===== src/motor_cfg.svh =====
// Motor I/O core configuration: channel count, widths, timing and address map
`ifndef MOTOR_CFG_SVH
`define MOTOR_CFG_SVH

//////////////////////////////////////////////////////////////////////
// Sizes
`define NUM_MOTORS    4
`define DATA_W        32
`define ADDR_W        15
`define OFS_W         8          // Offset bits inside one motor block

//////////////////////////////////////////////////////////////////////
// Timing
`define PWM_PERIOD    100        // Clock cycles per PWM period
`define PWM_W         16
`define RST_STRETCH   8          // Core reset hold after release
`define ENC_SYNC      2          // Input synchronizer stages

//////////////////////////////////////////////////////////////////////
// Register map
`define FPGA_VERSION  32'h0004_0100
`define ADDR_VERSION  15'h0000
`define ADDR_DIP      15'h0001
`define MOTOR_BASE(m) (15'h0100 * ((m) + 1))
`define UNMAPPED_DATA 32'hFFFF_FFFF

`endif


===== src/motor_pkg.sv =====
// Shared types of the motor I/O core: register access, pin bundles, offsets
`include "motor_cfg.svh"

package motor_pkg;

	// One register access from the SPI side
	typedef struct packed {
		logic               write;
		logic [`ADDR_W-1:0] addr;
		logic [`DATA_W-1:0] wdata;
	} reg_req_t;

	typedef struct packed {
		logic a;
		logic b;
	} enc_in_t;

	// Driver pins of one motor
	typedef struct packed {
		logic pwm;
		logic brake;
		logic droff;    // Active high driver off
	} motor_out_t;

	typedef enum logic [`OFS_W-1:0] {
		OFS_INC_CNT     = `OFS_W'd0,
		OFS_INC_ERR     = `OFS_W'd1,
		OFS_PWM_CYCLE   = `OFS_W'd2,
		OFS_MOTION_CTRL = `OFS_W'd3
	} reg_ofs_e;

	typedef struct packed {
		logic brake;    // bit 1
		logic enable;   // bit 0
	} motion_ctrl_t;

endpackage


===== src/board_top.sv =====
// Top level of the four-motor I/O core
`timescale 1ns/1ps
`include "motor_cfg.svh"

module board_top (
	input  logic                  clk_100m,
	input  logic                  rst_n,
	input  logic                  fpga_rstn,
	input  logic                  sclk,
	input  logic                  mosi,
	input  logic                  cs_n,
	output logic                  miso,
	input  logic [3:0]            dip,
	input  motor_pkg::enc_in_t    enc [`NUM_MOTORS],
	output motor_pkg::motor_out_t motor_pins [`NUM_MOTORS]
);
	import motor_pkg::*;

	logic                   core_rst_n;
	reg_req_t               req;
	logic                   req_valid;
	logic [`DATA_W-1:0]     rdata;
	logic [`DATA_W-1:0]     motor_rdata [`NUM_MOTORS];
	logic [`NUM_MOTORS-1:0] motor_hit;

	reset_gen u_reset (.clk_100m(clk_100m), .rst_n(rst_n), .fpga_rstn(fpga_rstn),
		.core_rst_n(core_rst_n));

	spi_slave u_spi (.clk_100m(clk_100m), .core_rst_n(core_rst_n), .sclk(sclk),
		.mosi(mosi), .cs_n(cs_n), .miso(miso), .req(req), .req_valid(req_valid),
		.rdata(rdata));

	reg_map u_regs (.clk_100m(clk_100m), .core_rst_n(core_rst_n), .req(req), .dip(dip),
		.motor_rdata(motor_rdata), .motor_hit(motor_hit), .rdata(rdata));

	// One channel per motor, base address from the index
	for (genvar m = 0; m < `NUM_MOTORS; m++)
	begin : g_motor
		motor_channel #(.MOTOR_IDX(m)) u_motor (.clk_100m(clk_100m),
			.core_rst_n(core_rst_n), .req(req), .req_valid(req_valid), .enc(enc[m]),
			.pins(motor_pins[m]), .motor_rdata(motor_rdata[m]), .hit(motor_hit[m]));
	end

endmodule


===== src/motor_channel.sv =====
// One motor channel: register block, encoder counter, PWM and driver pins
`timescale 1ns/1ps
`include "motor_cfg.svh"

module motor_channel #(
	parameter int MOTOR_IDX = 0
) (
	input  logic                  clk_100m,
	input  logic                  core_rst_n,
	input  motor_pkg::reg_req_t   req,
	input  logic                  req_valid,
	input  motor_pkg::enc_in_t    enc,
	output motor_pkg::motor_out_t pins,
	output logic [`DATA_W-1:0]    motor_rdata,
	output logic                  hit
);
	import motor_pkg::*;

	localparam logic [`ADDR_W-1:0] BASE = `ADDR_W'(`MOTOR_BASE(MOTOR_IDX));

	logic               in_block, wr_en, preset_valid, pwm_out;
	logic [`OFS_W-1:0]  ofs;
	logic [`PWM_W-1:0]  pwm_cycle;
	motion_ctrl_t       motion;
	logic [`DATA_W-1:0] inc_cnt, inc_err;

	assign in_block     = (req.addr[`ADDR_W-1:`OFS_W] == BASE[`ADDR_W-1:`OFS_W]);
	assign ofs          = req.addr[`OFS_W-1:0];
	assign wr_en        = req_valid && req.write && in_block;
	assign preset_valid = wr_en && (ofs == OFS_INC_CNT);

	// Read side, gaps in the block are no hit
	always_comb
	begin
		hit         = in_block;
		motor_rdata = `UNMAPPED_DATA;
		case (ofs)
			OFS_INC_CNT:     motor_rdata = inc_cnt;
			OFS_INC_ERR:     motor_rdata = inc_err;
			OFS_PWM_CYCLE:   motor_rdata = `DATA_W'(pwm_cycle);
			OFS_MOTION_CTRL: motor_rdata = `DATA_W'(motion);
			default:         hit = 1'b0;
		endcase
	end

	always_ff @(posedge clk_100m)
	begin
		if (!core_rst_n)
		begin
			pwm_cycle <= '0;
			motion    <= '0;
		end
		else if (wr_en)
			case (ofs)
				OFS_PWM_CYCLE:   pwm_cycle <= req.wdata[`PWM_W-1:0];
				OFS_MOTION_CTRL: motion <= motion_ctrl_t'(req.wdata[$bits(motion_ctrl_t)-1:0]);
				default: ;                           // Error count is read only
			endcase
	end

	quad_decoder u_quad (.clk_100m(clk_100m), .core_rst_n(core_rst_n), .enc(enc),
		.preset_valid(preset_valid), .preset_val(req.wdata), .count(inc_cnt),
		.err_count(inc_err));

	pwm_gen u_pwm (.clk_100m(clk_100m), .core_rst_n(core_rst_n), .enable(motion.enable),
		.duty(pwm_cycle), .pwm(pwm_out));

	assign pins = '{pwm: pwm_out, brake: motion.brake, droff: ~motion.enable};

endmodule


===== src/pwm_gen.sv =====
// Fixed-period PWM generator, duty clamped to the period
`timescale 1ns/1ps
`include "motor_cfg.svh"

module pwm_gen (
	input  logic             clk_100m,
	input  logic             core_rst_n,
	input  logic             enable,
	input  logic [`PWM_W-1:0] duty,
	output logic             pwm
);
	localparam int CNT_W  = $clog2(`PWM_PERIOD);
	localparam int DUTY_W = $clog2(`PWM_PERIOD + 1);

	logic [CNT_W-1:0]  period_cnt;
	logic [DUTY_W-1:0] duty_clamp, duty_q, duty_now;
	logic              period_start;

	assign period_start = (period_cnt == '0);
	assign duty_clamp   = (duty >= `PWM_W'(`PWM_PERIOD)) ? DUTY_W'(`PWM_PERIOD)
	                                                      : duty[DUTY_W-1:0];
	assign duty_now     = period_start ? duty_clamp : duty_q;   // New duty from cycle 0

	always_ff @(posedge clk_100m)
	begin
		if (!core_rst_n)
		begin
			period_cnt <= '0;
			duty_q     <= '0;
			pwm        <= 1'b0;
		end
		else
		begin
			period_cnt <= (period_cnt == CNT_W'(`PWM_PERIOD - 1)) ? '0 : period_cnt + 1'b1;
			if (period_start)
				duty_q <= duty_clamp;
			pwm <= enable && (DUTY_W'(period_cnt) < duty_now);
		end
	end

endmodule


===== src/quad_decoder.sv =====
// x4 quadrature decoder with preset and illegal transition counter
`timescale 1ns/1ps
`include "motor_cfg.svh"

module quad_decoder (
	input  logic               clk_100m,
	input  logic               core_rst_n,
	input  motor_pkg::enc_in_t enc,
	input  logic               preset_valid,
	input  logic [`DATA_W-1:0] preset_val,
	output logic [`DATA_W-1:0] count,
	output logic [`DATA_W-1:0] err_count
);
	logic [`ENC_SYNC-1:0] a_sync, b_sync;
	logic [1:0]           prev, curr;   // {a, b}
	logic                 step_up, step_dn, illegal;

	assign curr    = {a_sync[`ENC_SYNC-1], b_sync[`ENC_SYNC-1]};
	assign illegal = &(prev ^ curr);    // Both phases moved at once

	// Gray order 00 01 11 10 counts up
	always_comb
	begin
		step_up = 1'b0;
		step_dn = 1'b0;
		case ({prev, curr})
			4'b0001, 4'b0111, 4'b1110, 4'b1000: step_up = 1'b1;
			4'b0010, 4'b1011, 4'b1101, 4'b0100: step_dn = 1'b1;
			default: ;
		endcase
	end

	always_ff @(posedge clk_100m)
	begin
		if (!core_rst_n)
		begin
			a_sync    <= '0;
			b_sync    <= '0;
			prev      <= 2'b00;
			count     <= '0;
			err_count <= '0;
		end
		else
		begin
			a_sync <= {a_sync[`ENC_SYNC-2:0], enc.a};
			b_sync <= {b_sync[`ENC_SYNC-2:0], enc.b};
			prev   <= curr;
			if (preset_valid)
				count <= preset_val;        // Preset wins over a step
			else if (step_up)
				count <= count + 1'b1;
			else if (step_dn)
				count <= count - 1'b1;
			if (illegal)
				err_count <= err_count + 1'b1;
		end
	end

endmodule


===== src/reg_map.sv =====
// Global registers and read multiplexer over the motor channels
`timescale 1ns/1ps
`include "motor_cfg.svh"

module reg_map (
	input  logic                clk_100m,
	input  logic                core_rst_n,
	input  motor_pkg::reg_req_t req,
	input  logic [3:0]          dip,
	input  logic [`DATA_W-1:0]  motor_rdata [`NUM_MOTORS],
	input  logic [`NUM_MOTORS-1:0] motor_hit,
	output logic [`DATA_W-1:0]  rdata
);
	logic [`ENC_SYNC-1:0][3:0] dip_sync;

	//////////////////////////////////////////////////////////////////////
	// DIP switch synchronizer
	always_ff @(posedge clk_100m)
	begin
		if (!core_rst_n)
			dip_sync <= '0;
		else
			dip_sync <= {dip_sync[`ENC_SYNC-2:0], dip};
	end

	//////////////////////////////////////////////////////////////////////
	// Read path
	always_comb
	begin
		rdata = `UNMAPPED_DATA;
		if (req.addr == `ADDR_VERSION)
			rdata = `FPGA_VERSION;
		else if (req.addr == `ADDR_DIP)
			rdata = `DATA_W'(dip_sync[`ENC_SYNC-1]);   // Zero extended
		else
		begin
			// Blocks do not overlap, at most one channel hits
			for (int m = 0; m < `NUM_MOTORS; m++)
			begin
				if (motor_hit[m])
					rdata = motor_rdata[m];
			end
		end
	end

endmodule


===== src/reset_gen.sv =====
// Reset stretcher, merges board and FPGA reset into one core reset
`timescale 1ns/1ps
`include "motor_cfg.svh"

module reset_gen (
	input  logic clk_100m,
	input  logic rst_n,
	input  logic fpga_rstn,
	output logic core_rst_n
);
	localparam int CNT_W = $clog2(`RST_STRETCH + 1);

	logic [CNT_W-1:0] stretch_cnt;

	always_ff @(posedge clk_100m)
	begin
		if (!rst_n || !fpga_rstn)
		begin
			stretch_cnt <= CNT_W'(`RST_STRETCH);   // Reload while any input is low
			core_rst_n  <= 1'b0;
		end
		else
		begin
			if (stretch_cnt != '0)
				stretch_cnt <= stretch_cnt - 1'b1;
			core_rst_n <= (stretch_cnt <= CNT_W'(1));   // Release on last count
		end
	end

endmodule


===== src/spi_slave.sv =====
// Mode-0 SPI slave, 48-bit frames turned into register reads and writes
`timescale 1ns/1ps
`include "motor_cfg.svh"

module spi_slave (
	input  logic                clk_100m,
	input  logic                core_rst_n,
	input  logic                sclk,
	input  logic                mosi,
	input  logic                cs_n,
	output logic                miso,
	output motor_pkg::reg_req_t req,
	output logic                req_valid,
	input  logic [`DATA_W-1:0]  rdata
);
	localparam int HDR_W   = 1 + `ADDR_W;        // Write flag plus address
	localparam int FRAME_W = HDR_W + `DATA_W;
	localparam int CNT_W   = $clog2(FRAME_W + 1);
	localparam logic [CNT_W-1:0] HDR_LAST   = CNT_W'(HDR_W - 1);
	localparam logic [CNT_W-1:0] HDR_DONE   = CNT_W'(HDR_W);
	localparam logic [CNT_W-1:0] FRAME_LAST = CNT_W'(FRAME_W - 1);
	localparam logic [CNT_W-1:0] FRAME_END  = CNT_W'(FRAME_W);

	logic [`ENC_SYNC-1:0] sclk_sync, mosi_sync, cs_sync;
	logic                 sclk_s, mosi_s, cs_s, sclk_d;
	logic                 sclk_rise, sclk_fall;
	logic [CNT_W-1:0]     bit_cnt;
	logic [FRAME_W-2:0]   shift_in;              // Last bit comes straight from mosi_s
	logic [`DATA_W-1:0]   shift_out;

	assign sclk_s    = sclk_sync[`ENC_SYNC-1];
	assign mosi_s    = mosi_sync[`ENC_SYNC-1];
	assign cs_s      = cs_sync[`ENC_SYNC-1];
	assign sclk_rise = sclk_s & ~sclk_d;
	assign sclk_fall = ~sclk_s & sclk_d;
	assign miso      = shift_out[`DATA_W-1];

	//////////////////////////////////////////////////////////////////////
	// Control: synchronizers, bit counter, strobes and read shifter
	always_ff @(posedge clk_100m)
	begin
		if (!core_rst_n)
		begin
			sclk_sync <= '0;
			mosi_sync <= '0;
			cs_sync   <= '1;
			sclk_d    <= 1'b0;
			bit_cnt   <= '0;
			req_valid <= 1'b0;
			shift_out <= '0;
		end
		else
		begin
			sclk_sync <= {sclk_sync[`ENC_SYNC-2:0], sclk};
			mosi_sync <= {mosi_sync[`ENC_SYNC-2:0], mosi};
			cs_sync   <= {cs_sync[`ENC_SYNC-2:0], cs_n};
			sclk_d    <= sclk_s;
			req_valid <= 1'b0;

			if (cs_s)
				bit_cnt <= '0;                       // Deselect aborts the frame
			else if (sclk_rise && bit_cnt != FRAME_END)
			begin
				bit_cnt <= bit_cnt + 1'b1;
				if (bit_cnt == HDR_LAST)
					req_valid <= 1'b1;               // Read request after the header
				if (bit_cnt == FRAME_LAST)
					req_valid <= shift_in[FRAME_W-2]; // Write only if flagged
			end

			if (cs_s)
				shift_out <= '0;
			else if (req_valid && !req.write)
				shift_out <= rdata;                  // Answer is combinational
			else if (sclk_fall && bit_cnt > HDR_DONE)
				shift_out <= {shift_out[`DATA_W-2:0], 1'b0};
		end
	end

	//////////////////////////////////////////////////////////////////////
	// Payload: incoming bits and request fields
	always_ff @(posedge clk_100m)
	begin
		if (sclk_rise && !cs_s)
		begin
			shift_in <= {shift_in[FRAME_W-3:0], mosi_s};
			if (bit_cnt == HDR_LAST)
			begin
				req.write <= 1'b0;
				req.addr  <= {shift_in[HDR_W-3:0], mosi_s};
			end
			if (bit_cnt == FRAME_LAST)
			begin
				req.write <= shift_in[FRAME_W-2];
				req.wdata <= {shift_in[`DATA_W-2:0], mosi_s};
			end
		end
	end

endmodule


===== config.mk =====
export PLATFORM = sky130hd
export DESIGN_NAME = board_top
export DESIGN_NICKNAME = d
export VERILOG_FILES = /design/src/motor_pkg.sv /design/src/board_top.sv /design/src/motor_channel.sv /design/src/pwm_gen.sv /design/src/quad_decoder.sv /design/src/reg_map.sv /design/src/reset_gen.sv /design/src/spi_slave.sv
export VERILOG_INCLUDE_DIRS = /design/src /design/src/src
export SDC_FILE = /design/constraint.sdc
export NUM_CORES = 1
export LEC_CHECK = 0
export ABC_AREA = 0
export ABC_CLOCK_PERIOD_IN_PS = 4500
export BUFFER_PORTS_ARGS = -buffer_cell sky130_fd_sc_hd__clkbuf_2
export CAP_MARGIN = 20
export CORE_ASPECT_RATIO = 0.5
export CORE_MARGIN = 4
export CORE_UTILIZATION = 40
export DETAILED_ROUTE_END_ITERATION = 10
export GPL_TIMING_DRIVEN = 0
export SYNTH_ARGS = -nofsm -noshare
export SYNTH_HDL_FRONTEND = slang
export SYNTH_SLANG_ARGS = --single-unit

===== constraint.sdc =====
create_clock -name clk_100m -period 4.5 [get_ports clk_100m]
set_input_delay 0 -clock clk_100m [delete_from_list [all_inputs] [get_ports clk_100m]]
set_output_delay 0 -clock clk_100m [all_outputs]
set_load 0.01 [all_outputs]

==> metrics.cfg, run 1 <==
[sta]
rsz0062_at_grt=false
timing.final.crit_share_pct=94.0
slew_viol_final=0
whs_ns=0.0484
finalSetupViolations=0
worst_pin_slew_ns=1.30
min_period_ns=4.23
final-hold-violation-count=0
fmax_ghz=0.236
relSlewSlack_pct=13.5
finClkSkew_ns=0.0272

[worst_setup_path]
slowest_stage=a2111oi_1
path_common_cell=a21o_1
cp.required_ns=5.03
cp.arrival_ns=4.76
regToRegEndpoint=g_motor[2].u_motor.u_quad.count[31]
path_cells=xor2_2 -> or2_4 -> ha_1 -> buf_2 -> a21o_1 -> a21o_1 -> a2111oi_1 -> o221ai_1 -> o21bai_1 -> o21ai_1 -> a211oi_2 -> nand3_1 -> o211ai_1 -> or3b_1
reg2reg_slack_ns=0.27
max_stage_delay_ns=0.44
critical_path.endpoint_type=register
cp_max_fo=18
crit_type=reg -> reg
worstRegToRegCells=14
start_kind=register
r2r-start=g_motor[2].u_motor.u_quad.a_sync[1]

[routing]
first_iter_violations=4539
drt_wl_total_um=123000
vias=29800
avgRoutedWirePerCell_um=25.1
postRouteAntennaNets=0
drt-vias-per-instance=6.11
drt_pre_antenna_iters=9
route.detailed.drc=0

[yosys]
synthesis.area_mm2=0.0309
synth_cell_types=82
synth_seq_area_share_pct=39.7
syn_nets=3872
syn_area_per_cell_um2=8.38
synth_seq_cells=566
async_flop_share_pct=0
ys_warn_count=0
synth_ff_type=dfxtp_1
synth_edf_count=95
synth_cells=3689

[clocking]
htree_levels=2
cts.sinks=566
numCtsBuffers=54
root_buffer=clkbuf_16
clockBufferDepth=3
path_clk_slew_ns=0.07
clk_latency_ns=0.66
cts_tree=built

[global_route]
grt_util_all_layers_pct=28.8
grt.overflow.total=0
first_global_vias=26800
antenna_found_initial=13
grt_pass1_wl_um=178000
grt_max_degree=36

[place]
dpl_cell_area_mm2=0.0327
dp_hpwl_um=92500
port_buffers=30
dp.cells=4760
gp_congestion=1.01

[power_and_ir_drop]
net-switching-power_uw=2330
cellPowerDensity_mw_per_mm2=296
p_clk_share_pct=48.8
p_comb_share_pct=1.4
power_uw=10300
p_int_uw=7980
cellLeakagePower_uw=0.0127
ir_drop_mv=0.288
switching_share_pct=22.6
seq_power_share_pct=49.8

[finish]
final_area_mm2=0.0349
fillers=7465
layout_commonest_cell=dfxtp_1
nets=3995
drive_gt1_share_pct=5.47
final_cells=4881
layout_common_cells=dfxtp_1, nand2_1, nor2_1
area_growth_pct=12.7

[min_path]
hold-path-endpoint=u_spi.cs_sync[0]
hold_path.class=in -> reg
hold_start=cs_n
holdPathStages=3

[floorplanning]
fp.dieW_um=401
initial_core_util_pct=40.8
fp-row-count=71
io-pin-count=31
die_h_um=205
dieArea_mm2=0.0821
core_mm2=0.0759

[run]
cap_violations=0

[outcome]
status=complete, no violations

worst max path at each step:
stage,from,slack (ns),cells after the start,end
global route,g_motor[2].u_motor.u_quad.b_sync[1],0.03,14,g_motor[2].u_motor.u_quad.count[31]
CTS,g_motor[0].u_motor.u_quad.a_sync[1],0.04,13,g_motor[0].u_motor.u_quad.count[28]
floorplan,g_motor[2].u_motor.u_quad.a_sync[1],0.33,15,g_motor[2].u_motor.u_quad.count[31]
global placement,g_motor[2].u_motor.u_quad.a_sync[1],-0.99,14,g_motor[2].u_motor.u_quad.count[30]
detailed placement,g_motor[2].u_motor.u_quad.a_sync[1],-0.36,14,g_motor[2].u_motor.u_quad.count[30]
finish,g_motor[2].u_motor.u_quad.a_sync[1],0.27,14,g_motor[2].u_motor.u_quad.count[31]
sequential cells by signal, summed over array words and instances, names as in the netlist, 6 cells and up:
name,count
g_motor.u_motor.u_quad.err_count,128
g_motor.u_motor.u_quad.prev,8
u_spi.shift_out,32
g_motor.u_motor.u_quad.b_sync,8
u_regs.dip_sync,8
u_spi.bit_cnt,6
u_spi.shift_in,47
g_motor.u_motor.u_pwm.period_cnt,28
g_motor.u_motor.pwm_cycle,64
u_spi.req,48
g_motor.u_motor.u_pwm.duty_q,28
g_motor.u_motor.u_quad.count,128
g_motor.u_motor.u_quad.a_sync,8
power groups by stage:
stage / clock network [uW] / registers [uW] / logic, uW
3_5_place_dp: 0 / 5250 / 128
4_1_cts: 5060 / 5130 / 140
6_report: 5030 / 5130 / 143
2_1_floorplan: 0 / 5250 / 63.7
3_3_place_gp: 0 / 5250 / 119
5_1_grt: 5270 / 5130 / 152
layer usage:
| metal | share of wire (%) | global-route usage [%] | vias to the layer above |
|---|---|---|---|
| met5 | 0.022 | 0 | - |
| li1 | - | - | 13600 |
| met2 | 39 | 40.0 | 1621 |
| met4 | 3.8 | 10.3 | 4 |
| met1 | 44 | 42.5 | 14400 |
| met3 | 13 | 7.49 | 224 |
critical path, delay by kind of cell, from the launching register on:
kind | cells | cell delay [ns]
compound gates | 8 | 2.04
simple gates | 3 | 0.90
flops | 1 | 0.41
xor+xnor | 1 | 0.30
fa+ha+maj | 1 | 0.29
buf+inv | 1 | 0.16
cells in the mapped netlist, types with 28 or more instances:
cell type / n / area (um2)
dfxtp_1: 471 / 9430
nand2_1: 448 / 1680
nor2_1: 377 / 1420
a21oi_1: 368 / 1840
o21ai_0: 264 / 1320
clkbuf_1: 169 / 634
ha_1: 161 / 2010
xnor2_1: 130 / 1140
xor2_1: 104 / 911
nand3_1: 103 / 515
edfxtp_1: 95 / 2850
nor3_1: 83 / 415
a21o_1: 66 / 495
inv_1: 60 / 225
and2_1: 59 / 369
a221oi_1: 58 / 508
and3_1: 54 / 338
mux2i_1: 53 / 531
or3_1: 48 / 300
nand4_1: 44 / 275
a211oi_1: 41 / 308
o211ai_1: 39 / 293
a22oi_1: 34 / 255
a31oi_1: 30 / 188
a311oi_1: 28 / 245
per-stage QoR:
stage | setup TNS (ns) | setup slack [ns] | util (%)
2_1_floorplan | 0 | 0.326 | -
3_3_place_gp | -7.77 | -0.990 | 42.7
3_5_place_dp | -1.39 | -0.361 | 43.1
4_1_cts | 0 | 0.0403 | 45.9
5_1_grt | 0 | 0.0327 | 45.9
6_report | 0 | 0.270 | 46.0
area by class of cell:
type / count / area, um2 / area share [%]
timing repair buffer: 66 / 661 / 1.89
sequential: 566 / 12300 / 35.2
tap: 1022 / 1280 / 3.67
buffer: 205 / 820 / 2.35
antenna: 2 / 5.00 / 0.0144
clock inverter: 30 / 399 / 1.14
clock buffer: 71 / 1520 / 4.35
inverter: 60 / 225 / 0.646
multi-input combinational: 2859 / 17700 / 50.7
logic make-up after synthesis:
group | Yosys count | share of synthesized area [%]
compound gates | 1075 | 21.6
simple gates | 1322 | 19.6
mux | 61 | 2.23
fa+ha+maj | 165 | 6.77
xor+xnor | 234 | 6.63
flops | 566 | 39.7
buf+inv | 266 | 3.38
timing repair:
item                       in CTS  in global routing
hold buffers                   17                  0
pin swaps                       0                  1
buffers inserted                0                  0
setup endpoints to repair      10                 11
gates cloned                    0                  2
gates resized for setup         3                 11
hold endpoints to repair       20                  0
Note: power is estimated with default switching activity, not from simulation.
==> inputs of run 2 (changes only) <==
--- a/config.mk
+++ b/config.mk
@@ -6,7 +6,7 @@
 export SDC_FILE = /design/constraint.sdc
 export NUM_CORES = 1
 export LEC_CHECK = 0
-export ABC_AREA = 0
+export ABC_AREA = 1
 export ABC_CLOCK_PERIOD_IN_PS = 4500
 export BUFFER_PORTS_ARGS = -buffer_cell sky130_fd_sc_hd__clkbuf_2
 export CAP_MARGIN = 20
==> metrics.cfg, run 2 <==
[outcome]
status=complete, no violations

[worst_setup_path]
regToRegEndpoint=g_motor[3].u_motor.u_quad.count[24]
slowest_stage=fa_1
crit_type=reg -> reg
path_cells=xor2_1 -> nand2_1 -> buf_16 -> fa_1 -> nand3_1 -> nand3_1 -> nand2_1 -> nand3b_1 -> nand2_1 -> nand3_1 -> nand2_1 -> nand3_1 -> nand2_1 -> a21oi_1
cp_max_fo=21  ; +3
crit_family=simple AND/OR/NAND/NOR gates
cp.arrival_ns=3.80  ; -0.96 ns
reg2reg_slack_ns=1.23  ; +0.96 ns
path_common_cell=nand2_1
critical_path.endpoint_type=register
max_stage_delay_ns=0.46  ; +0.02 ns
start_kind=register
worstRegToRegCells=14  ; unchanged
path_depth=14  ; unchanged
cp.required_ns=5.03  ; about the same
r2r-start=g_motor[3].u_motor.u_quad.b_sync[1]
critPathBufInv=1  ; unchanged

[routing]
drt_wl_total_um=164000  ; +34%
first_iter_violations=4533  ; -0.13%
postRouteAntennaNets=0  ; unchanged
vias=37300  ; +25%
avgRoutedWirePerCell_um=24.6  ; -2.2%
drt_pre_antenna_iters=6  ; -3
drt-vias-per-instance=5.59  ; -8.6%
route.detailed.drc=0  ; unchanged

[global_route]
antenna_found_initial=9  ; -4
first_global_vias=33400  ; +25%
grt_max_degree=30  ; -17%
grt_pass1_wl_um=232000  ; +31%
grt.overflow.total=0  ; unchanged
grt_util_all_layers_pct=33.8  ; +5.0 points

[yosys]
ys_warn_count=0  ; unchanged
synth_cell_types=60  ; -27%
synthAdderAreaFrac_pct=5.88  ; -0.89 points
synth_mux_area_share_pct=0  ; -2.2 points
synth_cells=5314  ; +44%
async_flop_share_pct=0  ; unchanged
synth_seq_cells=566  ; unchanged
synth_top_area_share_pct=26.5  ; -4.0 points
synth_edf_count=95  ; unchanged
synth_seq_area_share_pct=34.5  ; -5.2 points
ys_top_cells_by_area=dfxtp_1, nand2_1, edfxtp_1, inv_1, ha_1
syn_nets=5497  ; +42%
synth_compound_area_share_pct=15.7  ; -5.9 points
synth_top_family_by_area=simple AND/OR/NAND/NOR gates
synth_xor_area_share_pct=4.08  ; -2.5 points
syn_area_per_cell_um2=6.70  ; -20%
yosysTopAreaCell=dfxtp_1
synthesis.area_mm2=0.0356  ; +15%
synth.most_common_cell=nand2_1
synth_ff_type=dfxtp_1
synth_commonest_cells=nand2_1, inv_1, nor2_1
yosys.area_share.simple_pct=30.1  ; +10 points

[sta]
relSlewSlack_pct=15.0  ; +1.5 points
setup_tns_ns=0  ; unchanged
min_period_ns=3.27  ; -0.955 ns
worst_pin_slew_ns=1.27  ; -0.0225 ns
timing.final.crit_share_pct=72.8  ; -21 points
finClkSkew_ns=0.0337  ; +0.00659 ns
fmax_ghz=0.305  ; +29%
rsz0062_at_grt=false
finalSetupViolations=0  ; unchanged
fin_ws_ns=1.23  ; +0.955 ns
slew_viol_final=0  ; unchanged
final-hold-violation-count=0  ; unchanged

[floorplanning]
dieArea_mm2=0.0942  ; +15%
initial_core_util_pct=40.3  ; -0.44 points
fp-row-count=77  ; +8.5%
fp.dieW_um=430  ; +7.2%
die_h_um=219  ; +7.0%
core_mm2=0.0883  ; +16%
io-pin-count=31  ; unchanged

[run]
cap_violations=0  ; unchanged

[clocking]
postCtsResizedCells=0  ; -3
htree_levels=2  ; unchanged
cts.sinks=566  ; unchanged
cts_setup_buffers=0  ; unchanged
clk_latency_ns=0.68  ; +0.02 ns
cts_tree=built
root_buffer=clkbuf_16
path_clk_slew_ns=0.08  ; about the same
clockBufferDepth=3  ; unchanged
numCtsBuffers=55  ; +1.9%

[finish]
layout_commonest_cell=nand2_1
nets=5619  ; +41%
final_area_mm2=0.0397  ; +14%
reg_top3=g_motor.u_motor.u_quad.count: 128 flops, g_motor.u_motor.u_quad.err_count: 128 flops, g_motor.u_motor.pwm_cycle: 64 flops
drive_gt1_share_pct=5.43  ; -0.036 points
layout_common_cells=nand2_1, inv_1, nor2_1
area_growth_pct=11.5

[min_path]
hold_path.class=in -> reg
hold_start=mosi
holdPathStages=4  ; +1
hold-path-endpoint=u_spi.mosi_sync[0]

[place]
post-place-ws_ns=1.25  ; +1.61 ns
gp_congestion=1.08  ; +7.2%
dp_hpwl_um=135000  ; +46%
port_buffers=30  ; unchanged
dpl_cell_area_mm2=0.0376  ; +15%

[power_and_ir_drop]
ir_drop_mv=0.245  ; -15%
cellPowerDensity_mw_per_mm2=263  ; -11%
cellLeakagePower_uw=0.0169  ; +33%
power_uw=10500  ; +1.4%

## run 2: cell types whose count changed after synthesis, moves of 59 or more
| cell | previous run | this run |
|---|---|---|
| nand2_1 | 448 | 1435 |
| inv_1 | 60 | 704 |
| nand3_1 | 103 | 279 |
| nor2_1 | 377 | 527 |
| xnor2_1 | 130 | 16 |
| clkbuf_1 | 169 | 86 |
| a21o_1 | 66 | 7 |
## run 2: final cells by class
class,count,area (um2)
Inverter,732,2750
Timing Repair Buffer,65,663
Sequential cell,566,12300
Clock inverter,36,434
Fill cell,9236,48600
Buffer,165,747
Clock buffer,68,1490
Tap cell,1185,1480
Multi-Input combinational cell,3851,19900
Antenna cell,5,12.5
## run 2: tightest hold or removal path, delay by kind of cell
| family | cells | cell delay, ns |
|---|---|---|
| buffers and inverters | 3 | 0.66 |
| AND/OR/NAND/NOR | 1 | 0.04 |
## run 2: cells by family after synthesis
group	Yosys count
DFF	566
AOI/OAI and AO/OA	972
buffers and inverters	897
xor gates and xnor gates	166
and+or+nand+nor	2548
adders and majority gates	165
## run 2: what timing repair did
action,CTS,global route
setup endpoints to repair,0,0
hold endpoints to repair,20,0
hold buffers,17,0
## run 2: stage by stage
| step | std cells | hold slack, ns | utilization [%] |
|---|---|---|---|
| final | 6673 | 0.0450 | 45.0 |
| after global routing | 6668 | 0.0613 | 44.9 |
| after CTS | 6665 | 0.0178 | 44.9 |
| after detailed placement | 6544 | 0.187 | 42.5 |
| after global placement | 6529 | 0.185 | 42.2 |
| after floorplan | 5314 | 0.0976 | - |
## run 2: metal layers
layer  share of wire, %  GRT usage (%)  routed length, um
met1                 47           50.4              77700
met2                 37           44.7              60400
met3                 14           14.0              22600
met4                2.0           6.79               3290
met5              0.042              0                 69
## run 2: power breakdown
group	internal, uW	switching, uW
combinational	48.2	116
clock	2830	2330
sequential	5130	4.66
total	8010	2450
## run 2: worst max path at each step
stage	from	to	slack [ns]
final	g_motor[3].u_motor.u_quad.b_sync[1]	g_motor[3].u_motor.u_quad.count[24]	1.23
after CTS	g_motor[3].u_motor.u_quad.b_sync[1]	g_motor[3].u_motor.u_quad.count[24]	1.26
after floorplan	u_spi.bit_cnt[0]	u_spi.req[0]	1.61
after global placement	u_spi.bit_cnt[0]	u_spi.req[18]	0.32
after global routing	g_motor[1].u_motor.u_quad.b_sync[1]	g_motor[1].u_motor.u_quad.count[31]	0.95
after detailed placement	g_motor[3].u_motor.u_quad.b_sync[1]	g_motor[3].u_motor.u_quad.count[24]	1.25
